## config.mk

```make
export PLATFORM = sky130hd
export DESIGN_NAME = wbi_top
export DESIGN_NICKNAME = d
export VERILOG_FILES = /design/src/hw/wbi_pkg.sv /design/src/hw/wbi_addr_decode.sv /design/src/hw/wbi_stage_port.sv /design/src/hw/wbi_shared_port.sv /design/src/hw/wbi_qcnt_monitor.sv /design/src/hw/wbi_top.sv
export VERILOG_INCLUDE_DIRS = /design/src /design/src/hw
export SDC_FILE = /design/constraint.sdc
export NUM_CORES = 1
export LEC_CHECK = 0
export BUFFER_PORTS_ARGS = -buffer_cell sky130_fd_sc_hd__buf_2
export CAP_MARGIN = 15
export CORE_AREA = 3 3 252 254
export CTS_BUF_LIST = sky130_fd_sc_hd__clkbuf_4
export CTS_CLUSTER_DIAMETER = 40
export DETAILED_ROUTE_END_ITERATION = 6
export DIE_AREA = 0 0 255 257
export SYNTH_ARGS = -nofsm -noshare
export SYNTH_HDL_FRONTEND = slang
export SYNTH_SLANG_ARGS = --single-unit
```

## constraint.sdc

```tcl
create_clock -name clk_i -period 4.8 [get_ports clk_i]
set_clock_uncertainty 0.15 [all_clocks]
set_input_delay 0 -clock clk_i [delete_from_list [all_inputs] [get_ports clk_i]]
set_output_delay 0 -clock clk_i [all_outputs]
set_load 0.02 [all_outputs]
```

## src/hw/wbi_macros.svh

```systemverilog
/* Bus widths and address map of the Wishbone interconnect
   Included by the package and by every module that decodes or sizes the bus */
`ifndef WBI_MACROS_SVH
`define WBI_MACROS_SVH

// Bus widths
`define WBI_DATA_W       32
`define WBI_ADDR_W       16
`define WBI_SEL_W        4

// MAC queue base, compared with address bits 15..6
`define WBI_QBASE_W      10
`define WBI_QBASE_LSB    6

// 256 byte register pages and 8 KB SRAM banks
`define WBI_PAGE_MSB     15
`define WBI_PAGE_LSB     8
`define WBI_BANK_LSB     13

// Host, MAC transmit DMA, MAC receive DMA
`define WBI_NUM_MASTERS  3

// --------------------
// Address map codes
// --------------------
`define WBI_PAGE_GLBL    8'h00
`define WBI_PAGE_MAC     8'h01
`define WBI_PAGE_MBIST0  8'h02
`define WBI_PAGE_MBIST1  8'h03
`define WBI_BANK_SRAMG0  3'd1
`define WBI_BANK_SRAMG1  3'd2

`endif

```

## src/hw/wbi_pkg.sv

```systemverilog
/* Types shared by the interconnect modules and the testbench
   Request and response structs, target ids and arbiter states */
`include "wbi_macros.svh"

package wbi_pkg;

  // --------------------
  // Width types
  // --------------------
  typedef logic [`WBI_DATA_W-1:0]  wb_data_t;
  typedef logic [`WBI_ADDR_W-1:0]  wb_addr_t;
  typedef logic [`WBI_SEL_W-1:0]   wb_sel_t;
  typedef logic [`WBI_QBASE_W-1:0] qbase_t;

  // Master to slave direction
  typedef struct packed {
    wb_data_t dat;
    wb_addr_t adr;
    wb_sel_t  sel;
    logic     we;
    logic     cyc;
    logic     stb;
  } wb_req_t;

  // Slave to master direction
  typedef struct packed {
    wb_data_t dat;
    logic     ack;
  } wb_rsp_t;

  // Decoded destination of one master access
  typedef enum logic [2:0] {
    TGT_NULL,
    TGT_GLBL,
    TGT_MAC,
    TGT_SRAMG0,
    TGT_SRAMG1
  } target_id_t;

  // Shared port arbiter
  typedef enum logic {
    ARB_IDLE,
    ARB_BUSY
  } arb_state_t;

endpackage

```

## src/hw/wbi_addr_decode.sv

```systemverilog
/* Address decoder for one master
   Clears the byte offset and maps the address to a target id */
`timescale 1ns/1ps
`include "wbi_macros.svh"

module wbi_addr_decode
  import wbi_pkg::*;
#(
  // Set for the DMA masters, which only see the SRAM banks
  parameter bit SRAM_ONLY = 1'b0
) (
  input  wb_req_t    req_i,
  output wb_req_t    req_o,
  output target_id_t tid_o
);

  localparam int PAGE_W = `WBI_PAGE_MSB - `WBI_PAGE_LSB + 1;
  localparam int BANK_W = `WBI_ADDR_W - `WBI_BANK_LSB;

  logic [PAGE_W-1:0] page;
  logic [BANK_W-1:0] bank;

  assign page = req_i.adr[`WBI_PAGE_MSB:`WBI_PAGE_LSB];
  assign bank = req_i.adr[`WBI_ADDR_W-1:`WBI_BANK_LSB];

  // Word aligned copy of the request
  always_comb begin
    req_o          = req_i;
    req_o.adr[1:0] = 2'b00;
  end

  // --------------------
  // Target map
  // --------------------
  always_comb begin
    tid_o = TGT_NULL;
    // SRAM banks first, open to every master
    if (bank == `WBI_BANK_SRAMG0) begin
      tid_o = TGT_SRAMG0;
    end else if (bank == `WBI_BANK_SRAMG1) begin
      tid_o = TGT_SRAMG1;
    end else if (!SRAM_ONLY) begin
      // Register pages, host only
      case (page)
        `WBI_PAGE_GLBL:   tid_o = TGT_GLBL;
        `WBI_PAGE_MAC:    tid_o = TGT_MAC;
        `WBI_PAGE_MBIST0: tid_o = TGT_SRAMG0;
        `WBI_PAGE_MBIST1: tid_o = TGT_SRAMG1;
        default:          tid_o = TGT_NULL;
      endcase
    end
  end

endmodule

```

## src/hw/wbi_stage_port.sv

```systemverilog
/* Registered port from the host to one register slave
   Request and response both pass a flop stage to break the timing path */
`timescale 1ns/1ps

module wbi_stage_port
  import wbi_pkg::*;
(
  input  logic    clk_i,
  input  logic    reset_i,
  // Host side
  input  wb_req_t m_req_i,
  input  logic    m_sel_i,
  output wb_rsp_t m_rsp_o,
  // Slave side
  output wb_req_t s_req_o,
  input  wb_rsp_t s_rsp_i
);

  logic     pend_q;
  logic     ack_q;
  logic     accept;
  logic     s_done;
  wb_req_t  req_q;
  wb_data_t dat_q;

  // New access only when idle and not acking the last one
  assign accept = !pend_q && !ack_q && m_sel_i && m_req_i.cyc && m_req_i.stb;

  // Slave answered the staged request
  assign s_done = pend_q && s_rsp_i.ack;

  // --------------------
  // Control flops
  // --------------------
  always_ff @(posedge clk_i) begin
    if (reset_i) begin
      pend_q <= 1'b0;
      ack_q  <= 1'b0;
    end else begin
      // Master ack one cycle behind slave ack
      ack_q <= s_done;
      if (accept) begin
        pend_q <= 1'b1;
      end else if (s_done) begin
        pend_q <= 1'b0;
      end
    end
  end

  // --------------------
  // Payload flops
  // --------------------
  always_ff @(posedge clk_i) begin
    if (accept) begin
      req_q <= m_req_i;
    end
    // Capture read data with the slave ack
    if (s_done) begin
      dat_q <= s_rsp_i.dat;
    end
  end

  // Strobe and cycle follow the pending flag
  always_comb begin
    s_req_o     = req_q;
    s_req_o.cyc = pend_q;
    s_req_o.stb = pend_q;
  end

  // Zero when not acking, so the top can OR responses
  always_comb begin
    m_rsp_o.dat = ack_q ? dat_q : '0;
    m_rsp_o.ack = ack_q;
  end

  // Once raised, slave stb is held until the slave acks
  a_stb_hold: assert property (@(posedge clk_i) disable iff (reset_i)
    (s_req_o.stb && !s_rsp_i.ack) |=> s_req_o.stb);

endmodule

```

## src/hw/wbi_shared_port.sv

```systemverilog
/* Round-robin arbiter and multiplexer from all masters to one SRAM slave
   Grant is registered, then request and response pass through combinationally */
`timescale 1ns/1ps
`include "wbi_macros.svh"

module wbi_shared_port
  import wbi_pkg::*;
(
  input  logic                         clk_i,
  input  logic                         reset_i,
  // Master side
  input  wb_req_t                      m_req_i [`WBI_NUM_MASTERS],
  input  logic [`WBI_NUM_MASTERS-1:0]  m_sel_i,
  output wb_rsp_t                      m_rsp_o [`WBI_NUM_MASTERS],
  // Slave side
  output wb_req_t                      s_req_o,
  input  wb_rsp_t                      s_rsp_i
);

  localparam int NUM_M  = `WBI_NUM_MASTERS;
  localparam int MIDX_W = $clog2(NUM_M);

  arb_state_t        state_q;
  logic [NUM_M-1:0]  grant_q;
  logic [MIDX_W-1:0] rr_ptr_q;
  logic [NUM_M-1:0]  req_vec;
  logic              pick_vld;
  logic [MIDX_W-1:0] pick_idx;
  logic [MIDX_W-1:0] pick_nxt;

  // Live requests aimed at this slave
  always_comb begin
    for (int i = 0; i < NUM_M; i++) begin
      req_vec[i] = m_sel_i[i] && m_req_i[i].cyc && m_req_i[i].stb;
    end
  end

  // --------------------
  // Round-robin pick
  // --------------------
  // Search starts at the pointer and wraps
  always_comb begin
    int unsigned idx;
    pick_vld = 1'b0;
    pick_idx = '0;
    for (int unsigned k = 0; k < NUM_M; k++) begin
      idx = (int'(rr_ptr_q) + k) % NUM_M;
      if (!pick_vld && req_vec[idx]) begin
        pick_vld = 1'b1;
        pick_idx = MIDX_W'(idx);
      end
    end
  end

  // Pointer moves past the winner
  assign pick_nxt = (pick_idx == MIDX_W'(NUM_M - 1)) ? '0 : pick_idx + 1'b1;

  // --------------------
  // Arbiter FSM
  // --------------------
  always_ff @(posedge clk_i) begin
    if (reset_i) begin
      state_q  <= ARB_IDLE;
      grant_q  <= '0;
      rr_ptr_q <= '0;
    end else begin
      case (state_q)
        ARB_IDLE: begin
          if (pick_vld) begin
            state_q  <= ARB_BUSY;
            grant_q  <= {{(NUM_M-1){1'b0}}, 1'b1} << pick_idx;
            rr_ptr_q <= pick_nxt;
          end
        end
        ARB_BUSY: begin
          // One idle cycle lets the finished master drop stb
          if (s_rsp_i.ack) begin
            state_q <= ARB_IDLE;
            grant_q <= '0;
          end
        end
        default: begin
          state_q <= ARB_IDLE;
          grant_q <= '0;
        end
      endcase
    end
  end

  // Granted request to the slave and all zero while idle
  always_comb begin
    s_req_o = '0;
    for (int i = 0; i < NUM_M; i++) begin
      if (grant_q[i]) begin
        s_req_o = m_req_i[i];
      end
    end
  end

  // Response only to the granted master and zero elsewhere for the OR in the top
  always_comb begin
    for (int i = 0; i < NUM_M; i++) begin
      m_rsp_o[i] = (grant_q[i] && s_rsp_i.ack) ? s_rsp_i : '0;
    end
  end

  // At most one master holds the grant
  a_grant_onehot: assert property (@(posedge clk_i) disable iff (reset_i)
    $onehot0(grant_q));

endmodule

```

## src/hw/wbi_qcnt_monitor.sv

```systemverilog
/* MAC queue occupancy strobes
   Watches completed accesses on both SRAM ports against the queue bases */
`timescale 1ns/1ps
`include "wbi_macros.svh"

module wbi_qcnt_monitor
  import wbi_pkg::*;
(
  input  wb_req_t s2_req_i,
  input  wb_rsp_t s2_rsp_i,
  input  wb_req_t s3_req_i,
  input  wb_rsp_t s3_rsp_i,
  input  qbase_t  mac_tx_qbase_i,
  input  qbase_t  mac_rx_qbase_i,
  output logic    mac_tx_qcnt_inc_o,
  output logic    mac_tx_qcnt_dec_o,
  output logic    mac_rx_qcnt_inc_o,
  output logic    mac_rx_qcnt_dec_o
);

  // Completed access inside the queue window of this base
  function automatic logic q_hit(wb_req_t req, wb_rsp_t rsp, qbase_t base);
    return req.stb && rsp.ack && (req.adr[`WBI_ADDR_W-1:`WBI_QBASE_LSB] == base);
  endfunction

  // Write counts only when the top byte lane is written
  function automatic logic q_push(wb_req_t req);
    return req.we && req.sel[`WBI_SEL_W-1];
  endfunction

  // --------------------
  // Strobes
  // --------------------
  assign mac_tx_qcnt_inc_o =
      (q_hit(s2_req_i, s2_rsp_i, mac_tx_qbase_i) && q_push(s2_req_i)) ||
      (q_hit(s3_req_i, s3_rsp_i, mac_tx_qbase_i) && q_push(s3_req_i));
  assign mac_tx_qcnt_dec_o =
      (q_hit(s2_req_i, s2_rsp_i, mac_tx_qbase_i) && !s2_req_i.we) ||
      (q_hit(s3_req_i, s3_rsp_i, mac_tx_qbase_i) && !s3_req_i.we);
  assign mac_rx_qcnt_inc_o =
      (q_hit(s2_req_i, s2_rsp_i, mac_rx_qbase_i) && q_push(s2_req_i)) ||
      (q_hit(s3_req_i, s3_rsp_i, mac_rx_qbase_i) && q_push(s3_req_i));
  assign mac_rx_qcnt_dec_o =
      (q_hit(s2_req_i, s2_rsp_i, mac_rx_qbase_i) && !s2_req_i.we) ||
      (q_hit(s3_req_i, s3_rsp_i, mac_rx_qbase_i) && !s3_req_i.we);

endmodule

```

## src/hw/wbi_top.sv

```systemverilog
/* Wishbone interconnect, three masters to four slaves
   Host reaches all slaves, the MAC DMA masters only the SRAM groups */
`timescale 1ns/1ps
`include "wbi_macros.svh"

module wbi_top
  import wbi_pkg::*;
(
  input  logic    clk_i,
  input  logic    reset_i,
  // Masters: host, MAC TX DMA, MAC RX DMA
  input  wb_req_t m0_req_i,
  input  wb_req_t m1_req_i,
  input  wb_req_t m2_req_i,
  output wb_rsp_t m0_rsp_o,
  output wb_rsp_t m1_rsp_o,
  output wb_rsp_t m2_rsp_o,
  // Slaves: global regs, MAC, SRAM group 0, SRAM group 1
  output wb_req_t s0_req_o,
  output wb_req_t s1_req_o,
  output wb_req_t s2_req_o,
  output wb_req_t s3_req_o,
  input  wb_rsp_t s0_rsp_i,
  input  wb_rsp_t s1_rsp_i,
  input  wb_rsp_t s2_rsp_i,
  input  wb_rsp_t s3_rsp_i,
  // MAC queue occupancy
  input  qbase_t  mac_tx_qbase_i,
  input  qbase_t  mac_rx_qbase_i,
  output logic    mac_tx_qcnt_inc_o,
  output logic    mac_tx_qcnt_dec_o,
  output logic    mac_rx_qcnt_inc_o,
  output logic    mac_rx_qcnt_dec_o
);

  localparam int NUM_M = `WBI_NUM_MASTERS;

  wb_req_t              m_req_raw [NUM_M];
  wb_req_t              m_req     [NUM_M];
  target_id_t           m_tid     [NUM_M];
  logic [NUM_M-1:0]     s2_sel;
  logic [NUM_M-1:0]     s3_sel;
  wb_rsp_t              s2_m_rsp  [NUM_M];
  wb_rsp_t              s3_m_rsp  [NUM_M];
  wb_rsp_t              s0_m_rsp;
  wb_rsp_t              s1_m_rsp;

  assign m_req_raw[0] = m0_req_i;
  assign m_req_raw[1] = m1_req_i;
  assign m_req_raw[2] = m2_req_i;

  // --------------------
  // Decode per master
  // --------------------
  for (genvar i = 0; i < NUM_M; i++) begin : g_dec
    // Only the host sees the register pages
    wbi_addr_decode #(.SRAM_ONLY(i != 0)) u_dec (
      .req_i (m_req_raw[i]),
      .req_o (m_req[i]),
      .tid_o (m_tid[i])
    );
    assign s2_sel[i] = (m_tid[i] == TGT_SRAMG0);
    assign s3_sel[i] = (m_tid[i] == TGT_SRAMG1);
  end

  // Staged register slaves, host only
  wbi_stage_port u_s0 (
    .clk_i   (clk_i),
    .reset_i (reset_i),
    .m_req_i (m_req[0]),
    .m_sel_i (m_tid[0] == TGT_GLBL),
    .m_rsp_o (s0_m_rsp),
    .s_req_o (s0_req_o),
    .s_rsp_i (s0_rsp_i)
  );

  wbi_stage_port u_s1 (
    .clk_i   (clk_i),
    .reset_i (reset_i),
    .m_req_i (m_req[0]),
    .m_sel_i (m_tid[0] == TGT_MAC),
    .m_rsp_o (s1_m_rsp),
    .s_req_o (s1_req_o),
    .s_rsp_i (s1_rsp_i)
  );

  // Arbitrated SRAM groups
  wbi_shared_port u_s2 (
    .clk_i   (clk_i),
    .reset_i (reset_i),
    .m_req_i (m_req),
    .m_sel_i (s2_sel),
    .m_rsp_o (s2_m_rsp),
    .s_req_o (s2_req_o),
    .s_rsp_i (s2_rsp_i)
  );

  wbi_shared_port u_s3 (
    .clk_i   (clk_i),
    .reset_i (reset_i),
    .m_req_i (m_req),
    .m_sel_i (s3_sel),
    .m_rsp_o (s3_m_rsp),
    .s_req_o (s3_req_o),
    .s_rsp_i (s3_rsp_i)
  );

  // One port answers a master at a time
  assign m0_rsp_o = s0_m_rsp | s1_m_rsp | s2_m_rsp[0] | s3_m_rsp[0];
  assign m1_rsp_o = s2_m_rsp[1] | s3_m_rsp[1];
  assign m2_rsp_o = s2_m_rsp[2] | s3_m_rsp[2];

  wbi_qcnt_monitor u_qcnt (
    .s2_req_i          (s2_req_o),
    .s2_rsp_i          (s2_rsp_i),
    .s3_req_i          (s3_req_o),
    .s3_rsp_i          (s3_rsp_i),
    .mac_tx_qbase_i    (mac_tx_qbase_i),
    .mac_rx_qbase_i    (mac_rx_qbase_i),
    .mac_tx_qcnt_inc_o (mac_tx_qcnt_inc_o),
    .mac_tx_qcnt_dec_o (mac_tx_qcnt_dec_o),
    .mac_rx_qcnt_inc_o (mac_rx_qcnt_inc_o),
    .mac_rx_qcnt_dec_o (mac_rx_qcnt_dec_o)
  );

endmodule

```

==> run summary <==
* **result of the run** finished, violations left
* **failing checks** design-rule violations
* **clock tree from TritonCTS** built
* **critical path data arrival time** 4650 ps
* **worst max-slew margin expressed relative to the limit** 31.8%
* **mean instance size in the synthesized netlist** 9.70 um2
* **die width** 255 um
* **Yosys reg bits** 182
* **Seq/Total Area, Yosys** 47.4%
* **Inserted Clock Buffers** 17
* **buffers plus inverters on the worst setup path** 7
* **Min Hold Slack** 164 ps
* **CP peak stage delay** 680 ps
* **Setup TNS** 0 ps
* **Total Die Area** 0.0655 mm2
* **fraction of layout cells with a size suffix above 1** 35.5%
* **category of the worst setup path launch point** input pin
* **CTS sink cnt** 182
* **Least-Margin Pin Slew** 1020 ps
* **cell with the biggest individual delay on the critical path** dlygate4sd3_1
* **final hold violation count** 0
* **Clock transition at path regs** 140 ps
* **buffers from clock root to sink, at most** 2
* **Placement Cell Area** 0.0150 mm2
* **Post-Synthesis Cell Area** 0.0112 mm2
* **crit-path cells** dlygate4sd3_1 -> buf_2 -> nand3b_4 -> dlygate4sd3_1 -> nor3b_2 -> dlygate4sd3_1 -> o21ai_0 -> dlygate4sd3_1 -> a311oi_1 -> dlygate4sd3_1 -> o2111ai_1 -> dlygate4sd3_1 -> o21ai_0
* **number of detailed-route iterations in the first pass** 7
* **maxcap violations** 0
* **Hold Crit Class** input pin to flop
* **Initial Util** 18.2%
* **worst path required time** 5270 ps
* **highest achievable clock rate** 239 MHz
* **Worst-Skew Late Latency** 720 ps
* **post-DR wirelength/cell** 25.1 um
* **Crit. Startpoint** m1_req_i[0]
* **Pwr per Cell Area** 195 mW/mm2
* **vias** 13937
* **half-perimeter wire length after detailed placement** 53.0 mm
* **ranking of synthesized cells by instance count** 187 x nand2_1, 166 x edfxtp_1, 119 x o21ai_0
* **Post-synth EDFFs** 166
* **crit path capture type** flop
* **Die Span Y** 257 um
* **cell with the most instances after synthesis** nand2_1
* **number of DRC markers after the initial detailed-route iteration** 1565
* **clock root cell** clkbuf_4
* **worst hold path depth** 5
* **maximum fanout along the worst path** 6
* **number of antenna violations at the first check in global routing** 35
* **fraction of synthesized cell area taken by the top area cell type** 44.6%
* **setup-violating endpoint count in the final report** 0
* **unrepaired setup endpoints after global routing** no
* **Syn-to-layout area delta** 61.0%
* **area inside the core boundary** 0.0615 mm2
* **CTS HTree Levels** 4
* **wire length reported by the detailed router** 70.2 mm
* **final design instance area without fill** 0.0180 mm2
* **Remaining DRCs** 4
* **count of port buffers added during placement** 627
* **FFs w/ async S/R, synth** 0%
* **hold path start** s2_rsp_i[0]
* **R2R Path Start** u_s3.rr_ptr_q[0]
* **Slew Viols, Final** 0
* **Crit Path Class** input pin to flop
* **filler cell count** 6411
* **cell type contributing the most total cell area after synthesis** edfxtp_1
* **final weighted congestion in routability-driven placement** 0.935
* **total number of cells along the worst setup path** 13
* **number of global-route vias before repair** 13758
* **dominant cell type by count on the critical path** dlygate4sd3_1
* **number of nets in the final layout** 2294
* **Synth area leaders** edfxtp_1 45%, a22oi_1 6.5%, nand2_1 6.3%
* **average vias per placed instance** 4.99
* **Worst path top cell family by delay** buffers and inverters
* **number of distinct library cell variants in the gate-level netlist after synthesis** 80
* **Worst VDD drop** 0.144 mV
* **most used flip-flop cell after synthesis** edfxtp_1
* **synthesis warning total** 0
* **leak pwr** 7.59 nW
* **Ports** 642
* **overall routing resource usage** 20.4%
* **number of cells traversed by the worst register-to-register path** 11
* **cell row count** 91
* **maximum number of pins on one net before global-route repair** 93
* **count of nets left with antenna violations after detail routing** 0
* **clock period minus final worst setup slack** 4190 ps
* **first-pass GRT wire length** 96.7 mm
* **post-synthesis instance total** 1153
* **Final Cycle Share** 87.2%
* **remaining global-route overflow** 0
## area by class of cell
cell class / instances / area, um2 / area share, %
clock buffer: 17 / 128 / 0.709
timing repair buffer: 911 / 5950 / 33.0
clock inverter: 15 / 173 / 0.959
multi-input combinational: 822 / 5270 / 29.2
antenna: 19 / 47.5 / 0.264
inverter: 37 / 139 / 0.771
tap: 790 / 988 / 5.49
sequential: 182 / 5320 / 29.5
## worst register-to-register path: stages, from the launching register on
cell	delay, ps
dfxtp_1	400
inv_1	60
ha_1	370
inv_1	120
a311oi_1	50
or4_1	520
o2111ai_1	110
dlygate4sd3_1	610
nand4bb_1	110
dlygate4sd3_1	620
a21oi_1	130
dlygate4sd3_1	550
## registers in the layout (all words and copies together), names as in the netlist
register       flops
u_s0.s_req_o      51
u_s1.s_req_o      51
u_s0.dat_q        32
u_s1.dat_q        32
u_s2.grant_q       3
u_s3.grant_q       3
u_s2.rr_ptr_q      2
u_s3.rr_ptr_q      2
u_s0.ack_q         1
u_s0.pend_q        1
u_s1.ack_q         1
u_s1.pend_q        1
u_s2.state_q       1
u_s3.state_q       1
## through the flow
stage                     power (mW)  utilization (%)  std cells  setup slack [ps]
after global routing            3.66             29.3       2784               565
after global placement          2.39             24.4       2475              1780
after detailed placement        2.40             24.4       2475              1750
after floorplan                 2.04                -       1160              1110
after CTS                       3.55             29.2       2774               821
final                           3.51             29.3       2793               615
## cells in the final DEF, fill, tap and decap left out, types with 5 or more instances in the layout
cell / Yosys / final
nand3b_1: 14 / 14
a211oi_1: 9 / 9
a31oi_1: 12 / 12
nor3_1: 9 / 9
dlygate4sd3_1: 0 / 267
nor2_1: 23 / 21
o21a_1: 6 / 6
a22oi_1: 97 / 97
nand3_1: 14 / 14
o211ai_1: 7 / 7
a21oi_1: 22 / 22
nor2b_1: 24 / 22
inv_1: 35 / 35
a22o_1: 64 / 64
conb_1: 1 / 8
o21ai_0: 119 / 119
a221oi_1: 6 / 6
edfxtp_1: 166 / 166
nand2_1: 187 / 187
diode_2: 0 / 19
a2111oi_0: 10 / 10
clkbuf_4: 0 / 17
and2_1: 14 / 12
dfxtp_1: 16 / 12
o22ai_1: 11 / 11
nand4_1: 7 / 7
a222oi_1: 33 / 33
xor2_1: 18 / 18
nand2b_1: 5 / 5
buf_4: 14 / 16
a2bb2oi_1: 5 / 5
o31ai_1: 5 / 5
buf_2: 18 / 627
xnor2_1: 11 / 11
## final timing paths
kind,endpoint,slack (ps)
hold / removal,u_s2.grant_q[1],160
hold reg to reg,u_s2.rr_ptr_q[1],390
setup reg to reg,u_s3.grant_q[0],970
setup / recovery,u_s2.grant_q[1],610
## where the power goes
group          leakage, nW  switching [mW]  total (mW)  internal (mW)
sequential            1.62          0.0113        1.74           1.73
clock                0.157           0.719       0.965          0.247
combinational         5.81           0.453       0.803          0.351
total                 7.59            1.18        3.51           2.32
## routing by layer
metal	share of wire, %	track usage [%]	vias to the layer above	wire [um]
met5	0.30	0	-	208
met2	48	35.2	958	33800
li1	-	-	6119	-
met3	10	6.86	200	7050
met1	36	22.0	6628	25000
met4	5.8	11.1	32	4080
## cell families after synthesis
family	Yosys count	share of synthesized area [%]
AND/OR/NAND/NOR	335	14.8
adder cells (fa/ha/maj)	4	0.447
multiplexers	3	0.268
AO/OA/AOI/OAI	443	28.8
other	1	0.0335
buffers and inverters	156	5.97
XOR/XNOR	29	2.27
flip-flops	182	47.4
## what timing repair did
| item | 4_1_cts | 5_1_grt |
|---|---|---|
| buffers inserted | 0 | 0 |
| resized for setup | 0 | 0 |
| hold buffers | 267 | 0 |
| hold endpoints to repair | 248 | 0 |
Power figures use the tool's default switching activity.
